--- config.mk ---
export PLATFORM = sky130hd
export DESIGN_NAME = inst_decode_flat
export DESIGN_NICKNAME = d
export VERILOG_FILES = /design/src/logic/core_pkg.sv /design/src/logic/issue_if.sv /design/src/logic/inst_decode.sv /design/src/flat_wrapper.sv
export VERILOG_INCLUDE_DIRS = /design/src /design/src/include
export SDC_FILE = /design/constraint.sdc
export NUM_CORES = 1
export LEC_CHECK = 0
export ABC_AREA = 1
export BUFFER_PORTS_ARGS = -buffer_cell sky130_fd_sc_hd__buf_4
export CAP_MARGIN = 20
export CORE_ASPECT_RATIO = 1.5
export CORE_UTILIZATION = 40
export DETAILED_ROUTE_END_ITERATION = 16
export PLACE_DENSITY = 0.8
export SLEW_MARGIN = 10
export SYNTH_ARGS = -nofsm -noshare
export SYNTH_HDL_FRONTEND = slang
export SYNTH_SLANG_ARGS = --single-unit
--- constraint.sdc ---
create_clock -name i_clk -period 1.45 [get_ports i_clk]
set_input_delay 0.0725 -clock i_clk [delete_from_list [all_inputs] [get_ports i_clk]]
set_output_delay 0.0725 -clock i_clk [all_outputs]
set_load 0.005 [all_outputs]
--- src/include/core_params.svh ---
`ifndef CORE_PARAMS_SVH
`define CORE_PARAMS_SVH

//////////////////////////////////////////////////
// Core widths and sizes
//////////////////////////////////////////////////

// Data path width
`define XLEN 32

// Register index width, 32 architectural registers
`define REG_ADDR_W 5

// Default data memory depth in words, power of two
`define DMEM_WORDS 64

// Bytes per data word
`define XBYTES (`XLEN / 8)

`endif

--- src/logic/core_pkg.sv ---
package core_pkg;

    // Major opcode field, inst[6:0]
    typedef enum logic [6:0] {
        OP     = 7'b0110011,
        OP_IMM = 7'b0010011,
        LUI    = 7'b0110111,
        LOAD   = 7'b0000011,
        STORE  = 7'b0100011
    } rv_opcode_e;

    // Operation class after decode
    typedef enum logic [2:0] {
        CLS_ALU_REG = 3'd0,
        CLS_ALU_IMM = 3'd1,
        CLS_LUI     = 3'd2,
        CLS_LOAD    = 3'd3,
        CLS_STORE   = 3'd4,
        CLS_ILLEGAL = 3'd5
    } op_class_e;

    // ALU operation select
    typedef enum logic [3:0] {
        ADD  = 4'd0,
        SUB  = 4'd1,
        SLL  = 4'd2,
        SLT  = 4'd3,
        SLTU = 4'd4,
        XOR  = 4'd5,
        SRL  = 4'd6,
        SRA  = 4'd7,
        OR   = 4'd8,
        AND  = 4'd9
    } alu_op_e;

endpackage

--- src/logic/issue_if.sv ---
`timescale 1ns/1ps
`include "core_params.svh"

interface issue_if;
    import core_pkg::*;

    // One decoded instruction in the issue slot
    logic                   valid;
    logic [`XLEN-1:0]       inst;
    op_class_e              op_class;
    alu_op_e                alu_op;
    logic [2:0]             funct3;
    logic [`REG_ADDR_W-1:0] rs1_addr;
    logic [`REG_ADDR_W-1:0] rs2_addr;
    logic [`REG_ADDR_W-1:0] rd_addr;
    logic [`XLEN-1:0]       imm;

    // Decoder side
    modport src  (output valid, inst, op_class, alu_op, funct3,
                  rs1_addr, rs2_addr, rd_addr, imm);

    // Execute units and retire
    modport sink (input valid, inst, op_class, alu_op, funct3,
                  rs1_addr, rs2_addr, rd_addr, imm);

endinterface

--- src/logic/inst_decode.sv ---
`timescale 1ns/1ps
`include "core_params.svh"

module inst_decode (
    input  logic             i_clk,
    input  logic             i_rst_n,
    input  logic             i_inst_valid,
    input  logic [`XLEN-1:0] i_inst,
    issue_if.src             o_issue
);
    import core_pkg::*;

    logic             issue_valid;
    logic [`XLEN-1:0] issue_inst;
    rv_opcode_e       opcode;
    op_class_e        op_class;
    alu_op_e          alu_op;
    logic [`XLEN-1:0] imm;

    //////////////////////////////////////////////////
    // Issue register
    //////////////////////////////////////////////////
    always_ff @(posedge i_clk or negedge i_rst_n) begin
        if (!i_rst_n) begin
            issue_valid <= 1'b0;
        end else begin
            issue_valid <= i_inst_valid;
        end
    end

    // Word only loads on a strobe
    always_ff @(posedge i_clk) begin
        if (i_inst_valid) begin
            issue_inst <= i_inst;
        end
    end

    //////////////////////////////////////////////////
    // Decode
    //////////////////////////////////////////////////
    assign opcode = rv_opcode_e'(issue_inst[6:0]);

    // Class and immediate by format
    always_comb begin
        case (opcode)
            OP: begin
                op_class = CLS_ALU_REG;
                imm      = '0;
            end
            OP_IMM: begin
                op_class = CLS_ALU_IMM;
                imm      = {{20{issue_inst[31]}}, issue_inst[31:20]};
            end
            LOAD: begin
                op_class = CLS_LOAD;
                imm      = {{20{issue_inst[31]}}, issue_inst[31:20]};
            end
            STORE: begin
                op_class = CLS_STORE;
                imm      = {{20{issue_inst[31]}}, issue_inst[31:25], issue_inst[11:7]};
            end
            LUI: begin
                op_class = CLS_LUI;
                imm      = {issue_inst[31:12], 12'd0};
            end
            default: begin
                op_class = CLS_ILLEGAL;
                imm      = '0;
            end
        endcase
    end

    // funct3 and bit 30 to ALU operation, ADD for everything else
    always_comb begin
        alu_op = ADD;
        if (op_class == CLS_ALU_REG || op_class == CLS_ALU_IMM) begin
            case (issue_inst[14:12])
                3'b000:  alu_op = (op_class == CLS_ALU_REG && issue_inst[30]) ? SUB : ADD;
                3'b001:  alu_op = SLL;
                3'b010:  alu_op = SLT;
                3'b011:  alu_op = SLTU;
                3'b100:  alu_op = XOR;
                3'b101:  alu_op = issue_inst[30] ? SRA : SRL;
                3'b110:  alu_op = OR;
                default: alu_op = AND;
            endcase
        end
    end

    assign o_issue.valid    = issue_valid;
    assign o_issue.inst     = issue_inst;
    assign o_issue.op_class = op_class;
    assign o_issue.alu_op   = alu_op;
    assign o_issue.funct3   = issue_inst[14:12];
    assign o_issue.rs1_addr = issue_inst[19:15];
    assign o_issue.rs2_addr = issue_inst[24:20];
    assign o_issue.rd_addr  = issue_inst[11:7];
    assign o_issue.imm      = imm;

endmodule

--- src/flat_wrapper.sv ---
// flat-port wrapper written by rule: the top's interface ports become plain ports
module inst_decode_flat import core_pkg::*;
  (i_clk, i_rst_n, i_inst_valid, i_inst, o_issue_valid, o_issue_inst, o_issue_op_class, o_issue_alu_op, o_issue_funct3, o_issue_rs1_addr, o_issue_rs2_addr, o_issue_rd_addr, o_issue_imm);
  issue_if o_issue_i ();
  input  logic i_clk;
  input  logic i_rst_n;
  input  logic i_inst_valid;
  input  logic [`XLEN-1:0] i_inst;
  output wire logic [$bits(o_issue_i.valid)-1:0] o_issue_valid;
  output wire logic [$bits(o_issue_i.inst)-1:0] o_issue_inst;
  output wire logic [$bits(o_issue_i.op_class)-1:0] o_issue_op_class;
  output wire logic [$bits(o_issue_i.alu_op)-1:0] o_issue_alu_op;
  output wire logic [$bits(o_issue_i.funct3)-1:0] o_issue_funct3;
  output wire logic [$bits(o_issue_i.rs1_addr)-1:0] o_issue_rs1_addr;
  output wire logic [$bits(o_issue_i.rs2_addr)-1:0] o_issue_rs2_addr;
  output wire logic [$bits(o_issue_i.rd_addr)-1:0] o_issue_rd_addr;
  output wire logic [$bits(o_issue_i.imm)-1:0] o_issue_imm;
  assign o_issue_valid = o_issue_i.valid;
  assign o_issue_inst = o_issue_i.inst;
  assign o_issue_op_class = o_issue_i.op_class;
  assign o_issue_alu_op = o_issue_i.alu_op;
  assign o_issue_funct3 = o_issue_i.funct3;
  assign o_issue_rs1_addr = o_issue_i.rs1_addr;
  assign o_issue_rs2_addr = o_issue_i.rs2_addr;
  assign o_issue_rd_addr = o_issue_i.rd_addr;
  assign o_issue_imm = o_issue_i.imm;
  inst_decode u_core (.i_clk(i_clk), .i_rst_n(i_rst_n), .i_inst_valid(i_inst_valid), .i_inst(i_inst), .o_issue(o_issue_i));
endmodule
# Yosys cells after proc, flatten, opt, wreduce, memory -nomap -nowiden
# Index checks and enable logic that the tools add are counted.
# Widths: inputs -> output; s select.
classes:
  reduce_logical: 5
  mux: 6
  n_eq_ne: 12
ops:
  columns: ["op", "n"]
  rows:
  - ["$pmux 32 s3", 1]
  - ["$pmux 4 s7", 1]
  - ["$eq 7x6->1 const B", 3]
  - ["$pmux 3 s5", 1]
  - ["$eq 3x3->1 const B", 3]
  - ["$eq 7x2->1 const B", 1]
  - ["$eq 7x5->1 const B", 1]
  - ["$eq 3x1->1 const B", 2]
  - ["$eq 3x2->1 const B", 2]
  - ["$logic_not 3->1", 2]
  - ["$mux 4", 1]
  - ["$mux 1", 2]
  - ["$reduce_or 2->1", 1]
  - ["$logic_and 1x1->1", 1]
  - ["$logic_or 1x1->1", 1]
totals:
  output_inout_bits: 90
  register_bits: 33
  inputBits: 35

# Depth between registers and ports, before layout
# Gate-level depths: netlist of run 1.
logic_depth:
  word_depth: 7
  mapped_depth: 9
  mapped_depth_nobuf: 8

# Worst setup path before layout of run 1
# OpenSTA, ideal clock, no wires.
synth_timing:
  path_type: "flip-flop to output port"
  startpoint: "register u_core.issue_inst[5], in the netlist u_core.o_issue.inst[5]"
  endpoint: "output o_issue_imm[13]"
  path_buffers: 1
  path_slack_ns: 0.173
  stages_incl_launch_ff: 7
  arrival_time_ns: 1.205
  t_required_ns: 1.378
  path_cell_list: "edfxtp_1 -> nor2_1 -> o21ai_4 -> nor2_4 -> inv_6 -> buf_12 -> o21ai_2"
synth_between:
  elab_chain_cells: 3
  elab_cells_between_ends: 6
  classes_between: "eq/ne (4); mux (1); reduce/logical (1)"
synth_rtl:
  columns: ["element", "line_no", "text"]
  rows:
  - ["start: declaration", "inst_decode.sv:14", "logic [`XLEN-1:0] issue_inst;"]
  - ["start signal: assignment", "inst_decode.sv:34", "issue_inst <= i_inst;"]
  - ["$eq 7x5->1 or $eq 7x2->1 (tied branches)", "inst_decode.sv:45", "case (opcode)"]
  - ["$reduce_or 2->1 (no source line)", null, null]
  - ["$pmux 32 s3 *", "inst_decode.sv:45", null]
  - ["end: declaration", "flat_wrapper.sv:17", "output wire logic [$bits(o_issue_i.imm)-1:0] o_issue_imm;"]
# Mark *: on every way between the ends. The rest lies on a longest branch, timed or not.

# Final worst setup path of run 1
layout_timing:
  startpoint: "register u_core.issue_inst[4], in the netlist u_core.o_issue.inst[4]"
  endpoint: "output o_issue_imm[15]"
# Same word-level chain as after synthesis.

==> results of run 1 <==
==> report_power, final <==
group	switching [mW]	internal, mW
logic	0.212	0.322
clock network	0.316	0.322
registers	0.0684	1.13
total	0.597	1.78
==> cell type report <==
class                   instances  area, um2  share of cell area
flip-flops and latches         33        986               0.308
multi-input cells              67        470               0.147
clock inverters                 3       12.5             0.00391
inverters                      31        124              0.0387
clock buffers                   5       68.8              0.0215
repair buffers                178       1450               0.453
well taps                      45       56.3              0.0176
repair inverters                3       33.8              0.0106
==> synth_stat cells <==
cell type / instances
a211oi_1: 1
a21oi_1: 3
buf_12: 1
buf_2: 1
buf_4: 19
dfrtp_1: 1
edfxtp_1: 32
inv_1: 28
inv_2: 2
inv_6: 1
nand2_1: 14
nand3_1: 5
nand4_1: 2
nor2_1: 9
nor2_2: 1
nor2_4: 1
nor3_1: 3
o211ai_1: 1
o21ai_0: 13
o21ai_1: 2
o21ai_2: 10
o21ai_4: 1
o41ai_1: 1
==> stage by stage <==
step           power (mW)   util  setup slack, ns
2_1_floorplan        1.35      -            0.173
3_3_place_gp         1.58  0.629           0.0827
3_5_place_dp         1.59  0.629        -0.000576
4_1_cts              2.31  0.741           -0.230
5_1_grt              2.47  0.808           -0.427
6_report             2.37  0.808           -0.353
==> worst max path at each step <==
stage | startpoint | endpoint
3_5_place_dp | u_core.o_issue.inst[6] | o_issue_imm[18]
4_1_cts | u_core.o_issue.inst[6] | o_issue_imm[18]
6_report | u_core.o_issue.inst[4] | o_issue_imm[15]
3_3_place_gp | u_core.o_issue.inst[5] | o_issue_imm[18]
5_1_grt | u_core.o_issue.inst[3] | o_issue_imm[13]
2_1_floorplan | u_core.o_issue.inst[5] | o_issue_imm[13]
==> logic make-up (layout without fill, tap and decap cells) <==
group / count (synthesis) / after routing / share of synthesized area
buffers and inverters: 52 / 220 / 0.175
AND/OR/NAND/NOR: 35 / 35 / 0.0948
flip-flops: 33 / 33 / 0.598
AO/OA/AOI/OAI: 32 / 32 / 0.132
==> registers in the layout, indices dropped and copies added (netlist names) <==
signal,count
u_core.o_issue.inst,32
u_core.o_issue.valid,1
==> layer usage <==
metal,up-vias,track usage,share of wire
met1,854,0.228,0.33
met3,17,0.0473,0.046
met4,0,0.118,0.028
met5,-,0,0
li1,821,-,-
met2,85,0.426,0.60
==> what timing repair did <==
action | CTS | global route
hold buffers | 33 | 0
resized for setup | 7 | 48
buffers inserted | 3 | 14
hold endpoints to repair | 33 | 0
pin swaps | 0 | 6
setup endpoints to repair | 39 | 39
gates cloned | 0 | 5
==> reports/qor.yml, run 1 <==
synthTopCellsByArea: "edfxtp_1 58%, buf_4 8.6%, inv_1 6.4%"
grt_util_all_layers: 0.231
dpl.hpwl_um: 3230
cp.depth: 9
syn_nets: 187
slowest_delay_ns: 0.45
vias_per_cell: 4.87
hold_slack_ns: 0.123
cp_common_cell: "nor2_4"
dp_cells: 303
drive_gt1_frac: 0.606
drtIter0Drc: 17
path_buf_inv: 4
crit_chain: "inv_2 > nand2_2 > nor2_4 > o21ai_4 > nor2_4 > buf_6 > clkinv_8 > o21ai_2 > buf_4"
first_pass_iters: 4
fill_cells: 256
syn_to_final_growth_pct: 94.1
path_max_fanout: 5
wl_per_cell_um: 15.9
max_slew_margin: 0.715
clkSinkCount: 33
ys_seq_area_frac: 0.598
synth_area_mm2: 0.00165
endpoint_kind: "output port"
numCtsBuffers: 5
dieArea_mm2: 0.00439
grt_max_degree: 34
hp-class: "input port to asynchronous set/reset pin"
drc: 0
final_cell_mix: "137 x buf_4, 33 x dlygate4sd3_1, 32 x edfxtp_1"
tritoncts: "yes"
clk_pin_slew_ns: 0.06
fin_tns_setup_ns: -10.17
synth_top_area_frac: 0.583
tightest_slew_ns: 0.427
period_share: 1.24
globalplace.congestion: 0.772
cp_data_arrival_time_ns: 1.73
overflow: 0
die_h_um: 80.6
violations: "negative setup slack"
hold_viol_final: 0
fin_nets: 354
root_buffer: "clkbuf_8"
grt_pass1_wl_um: 7130
setup_viol: 39
core.rowCount: 28
rsz0062_at_grt: "true"
final_common_cell: "buf_4"
ys_ff_latch: 33
detail-route-antenna-nets: 0
antenna_cells: 0
drv_slew: 0
maxCapViolations: 0
status: "complete, but fails checks"
syn_inst: 152
power.leakage_nw: 1.57
cp_top_family: "buffers and inverters"
crit_path_top_delay_cell: "edfxtp_1"
place.port_buffers: 124
stdcell_count: 365
antenna_found_initial: 0
critPathKind: "flip-flop to output port"
critPathRequiredTime_ns: 1.38
cts_buffer_depth: 2
start_util: 0.417
synth_cell_type_count: 23
fmax_mhz: 554
htree_levels: 2
vias: 1777
p_per_area_mw_per_mm2: 742
synth_warnings: 0
placed_cell_area_mm2: 0.00249
final_area_mm2: 0.00320
die_x_um: 54.4
layout_min_cycle_time_ns: 1.80
peakVddDrop_uv: 793
grt_pass1_vias: 1581
yosysTopAreaCell: "edfxtp_1"
routed_wl_um: 5800
critPathLaunchType: "flip-flop"
io_pins: 125
syn_avg_cell_area_um2: 10.8
core_mm2: 0.00396
fin_ws_ns: -0.353
Note: power is estimated with default switching activity, not from simulation.
==> inputs of run 2 (changes only) <==
--- a/config.mk
+++ b/config.mk
@@ -6,7 +6,6 @@
 export SDC_FILE = /design/constraint.sdc
 export NUM_CORES = 1
 export LEC_CHECK = 0
-export ABC_AREA = 1
 export BUFFER_PORTS_ARGS = -buffer_cell sky130_fd_sc_hd__buf_4
 export CAP_MARGIN = 20
 export CORE_ASPECT_RATIO = 1.5
==> reports/qor.yml, run 2 <==
syn_to_final_growth_pct: 93.7
numCtsBuffers: 5
path_max_fanout: 6
drc: 0
path_buf_inv: 1
root_buffer: "clkbuf_8"
fmax_mhz: 556
ys_ff_latch: 33
seq_power_share: 0.465
grt_max_degree: 34
setup_viol: 39
core.rowCount: 28
first_pass_iters: 4
wl_per_cell_um: 20.0
power_frac_comb: 0.251
globalplace.congestion: 0.807
cp_top_family: "simple AND/OR/NAND/NOR gates"
swShare: 0.273
syn_avg_cell_area_um2: 11.1
tritoncts: "yes"
overflow: 0
tightest_slew_ns: 0.436
start_util: 0.425
core_mm2: 0.00399
largest_reg_flops: 32
synth_ff_type: "edfxtp_1"
synth_cell_type_count: 29
final_common_cell: "buf_4"
maxCapViolations: 0
peakVddDrop_uv: 976
grt_util_all_layers: 0.290
endpoint_kind: "output port"
crit_path_top_delay_cell: "edfxtp_1"
hold_slack_ns: 0.0983
htree_levels: 2
placed_cell_area_mm2: 0.00257
violations: "negative setup slack"
p_per_area_mw_per_mm2: 797
slowest_delay_ns: 0.44
syn_nets: 188
dieArea_mm2: 0.00451
p_switching_mw: 0.715
fin_nets: 353
final_area_mm2: 0.00329
vias: 1927
vias_per_cell: 5.29
grt_pass1_wl_um: 8780
period_share: 1.24
rsz0062_at_grt: "true"
final_cell_mix: "140 x buf_4, 33 x dlygate4sd3_1, 32 x edfxtp_1"
antenna_found_initial: 0
dp_cells: 306
syn_inst: 153
synthTopCellsByCount: "32 x edfxtp_1, 24 x nand2_1, 20 x buf_4, 19 x a21oi_1, 9 x nor2_1"
critPathKind: "flip-flop to output port"
synth_edf_count: 32
dpl.hpwl_um: 3580
layout_min_cycle_time_ns: 1.80
fin_tns_setup_ns: -9.94
antenna_cells: 0
routed_wl_um: 7280
synth_top_area_frac: 0.566
drtIter0Drc: 88
power.leakage_nw: 1.45
die_h_um: 81.8
clkSinkCount: 33
hp-class: "input port to asynchronous set/reset pin"
io_pins: 125
async_flop_share: 0.0303
crit_chain: "nand4bb_4 > nor3b_4 > and2_1 > buf_4"
cp_data_arrival_time_ns: 1.73
synth_warnings: 0
synthTopCellsByArea: "edfxtp_1 57%, buf_4 8.8%, a21oi_1 5.6%"
critPathLaunchType: "flip-flop"
cp.depth: 4
drv_slew: 0
synth_most_common_cell: "edfxtp_1"
fin_ws_ns: -0.348
yosysTopAreaCell: "edfxtp_1"
drive_gt1_frac: 0.592
cts_buffer_depth: 2
clk_pin_slew_ns: 0.08
die_x_um: 55.2
hold_viol_final: 0
place.port_buffers: 124
status: "complete, but fails checks"
synth_area_mm2: 0.00170
ys_seq_area_frac: 0.581
detail-route-antenna-nets: 0
stdcell_count: 364
pwr-share-clk: 0.284
max_slew_margin: 0.709
critPathRequiredTime_ns: 1.38
internal-power_mw: 1.90
grt_pass1_vias: 1778
[run 2: routing by layer]
metal / GRT usage / up-vias / routed length (um)
li1: - / 851 / -
met1: 0.312 / 945 / 2530
met2: 0.508 / 106 / 4000
met3: 0.0685 / 25 / 453
met4: 0.143 / 0 / 301
met5: 0 / - / 0
[run 2: through the flow]
step	util	total power [mW]	setup WS, ns
after floorplan	-	1.40	0.263
after global placement	0.644	1.66	0.0451
after detailed placement	0.644	1.67	-0.0192
after CTS	0.794	2.50	-0.171
after global routing	0.823	2.70	-0.364
final	0.823	2.62	-0.348
[run 2: power by group through the flow]
stage                     combinational, mW  clock (mW)  sequential, mW
final                                 0.658       0.744            1.22
after CTS                             0.583       0.715            1.21
after detailed placement              0.448           0            1.23
after floorplan                       0.181           0            1.22
after global placement                0.439           0            1.22
after global routing                  0.693       0.784            1.22
[run 2: cell type report]
cell class,count,area (um2)
clock buffer,7,86.3
clock inverter,1,7.51
fill,219,706
inverter,1,3.75
multi-input combinational,93,643
sequential,33,986
tap,45,56.3
timing repair buffer,184,1510
[run 2: cell families (layout without fill, tap and decap cells)]
| group | after synthesis | in the layout | share of synthesized area |
|---|---|---|---|
| AOI/OAI and AO/OA | 31 | 31 | 0.110 |
| buffers and inverters | 29 | 193 | 0.122 |
| DFF | 33 | 33 | 0.581 |
| muxes | 1 | 1 | 0.00590 |
| and+or+nand+nor | 59 | 61 | 0.182 |
[run 2: final timing paths]
check,from,end,slack [ns]
max in group asynchronous,i_rst_n,u_core.o_issue.valid,1.27
min,i_rst_n,u_core.o_issue.valid,0.1
max,u_core.o_issue.inst[3],o_issue_imm[8],-0.35
min in group i_clk,i_inst_valid,u_core.o_issue.valid,0.13
[run 2: repair_timing]
item / CTS / global route
hold endpoints to repair: 33 / 0
setup endpoints to repair: 38 / 39
pin swaps: 8 / 9
hold buffers: 33 / 0
resized for setup: 24 / 18
setup buffers: 8 / 5
cloned: 2 / 2
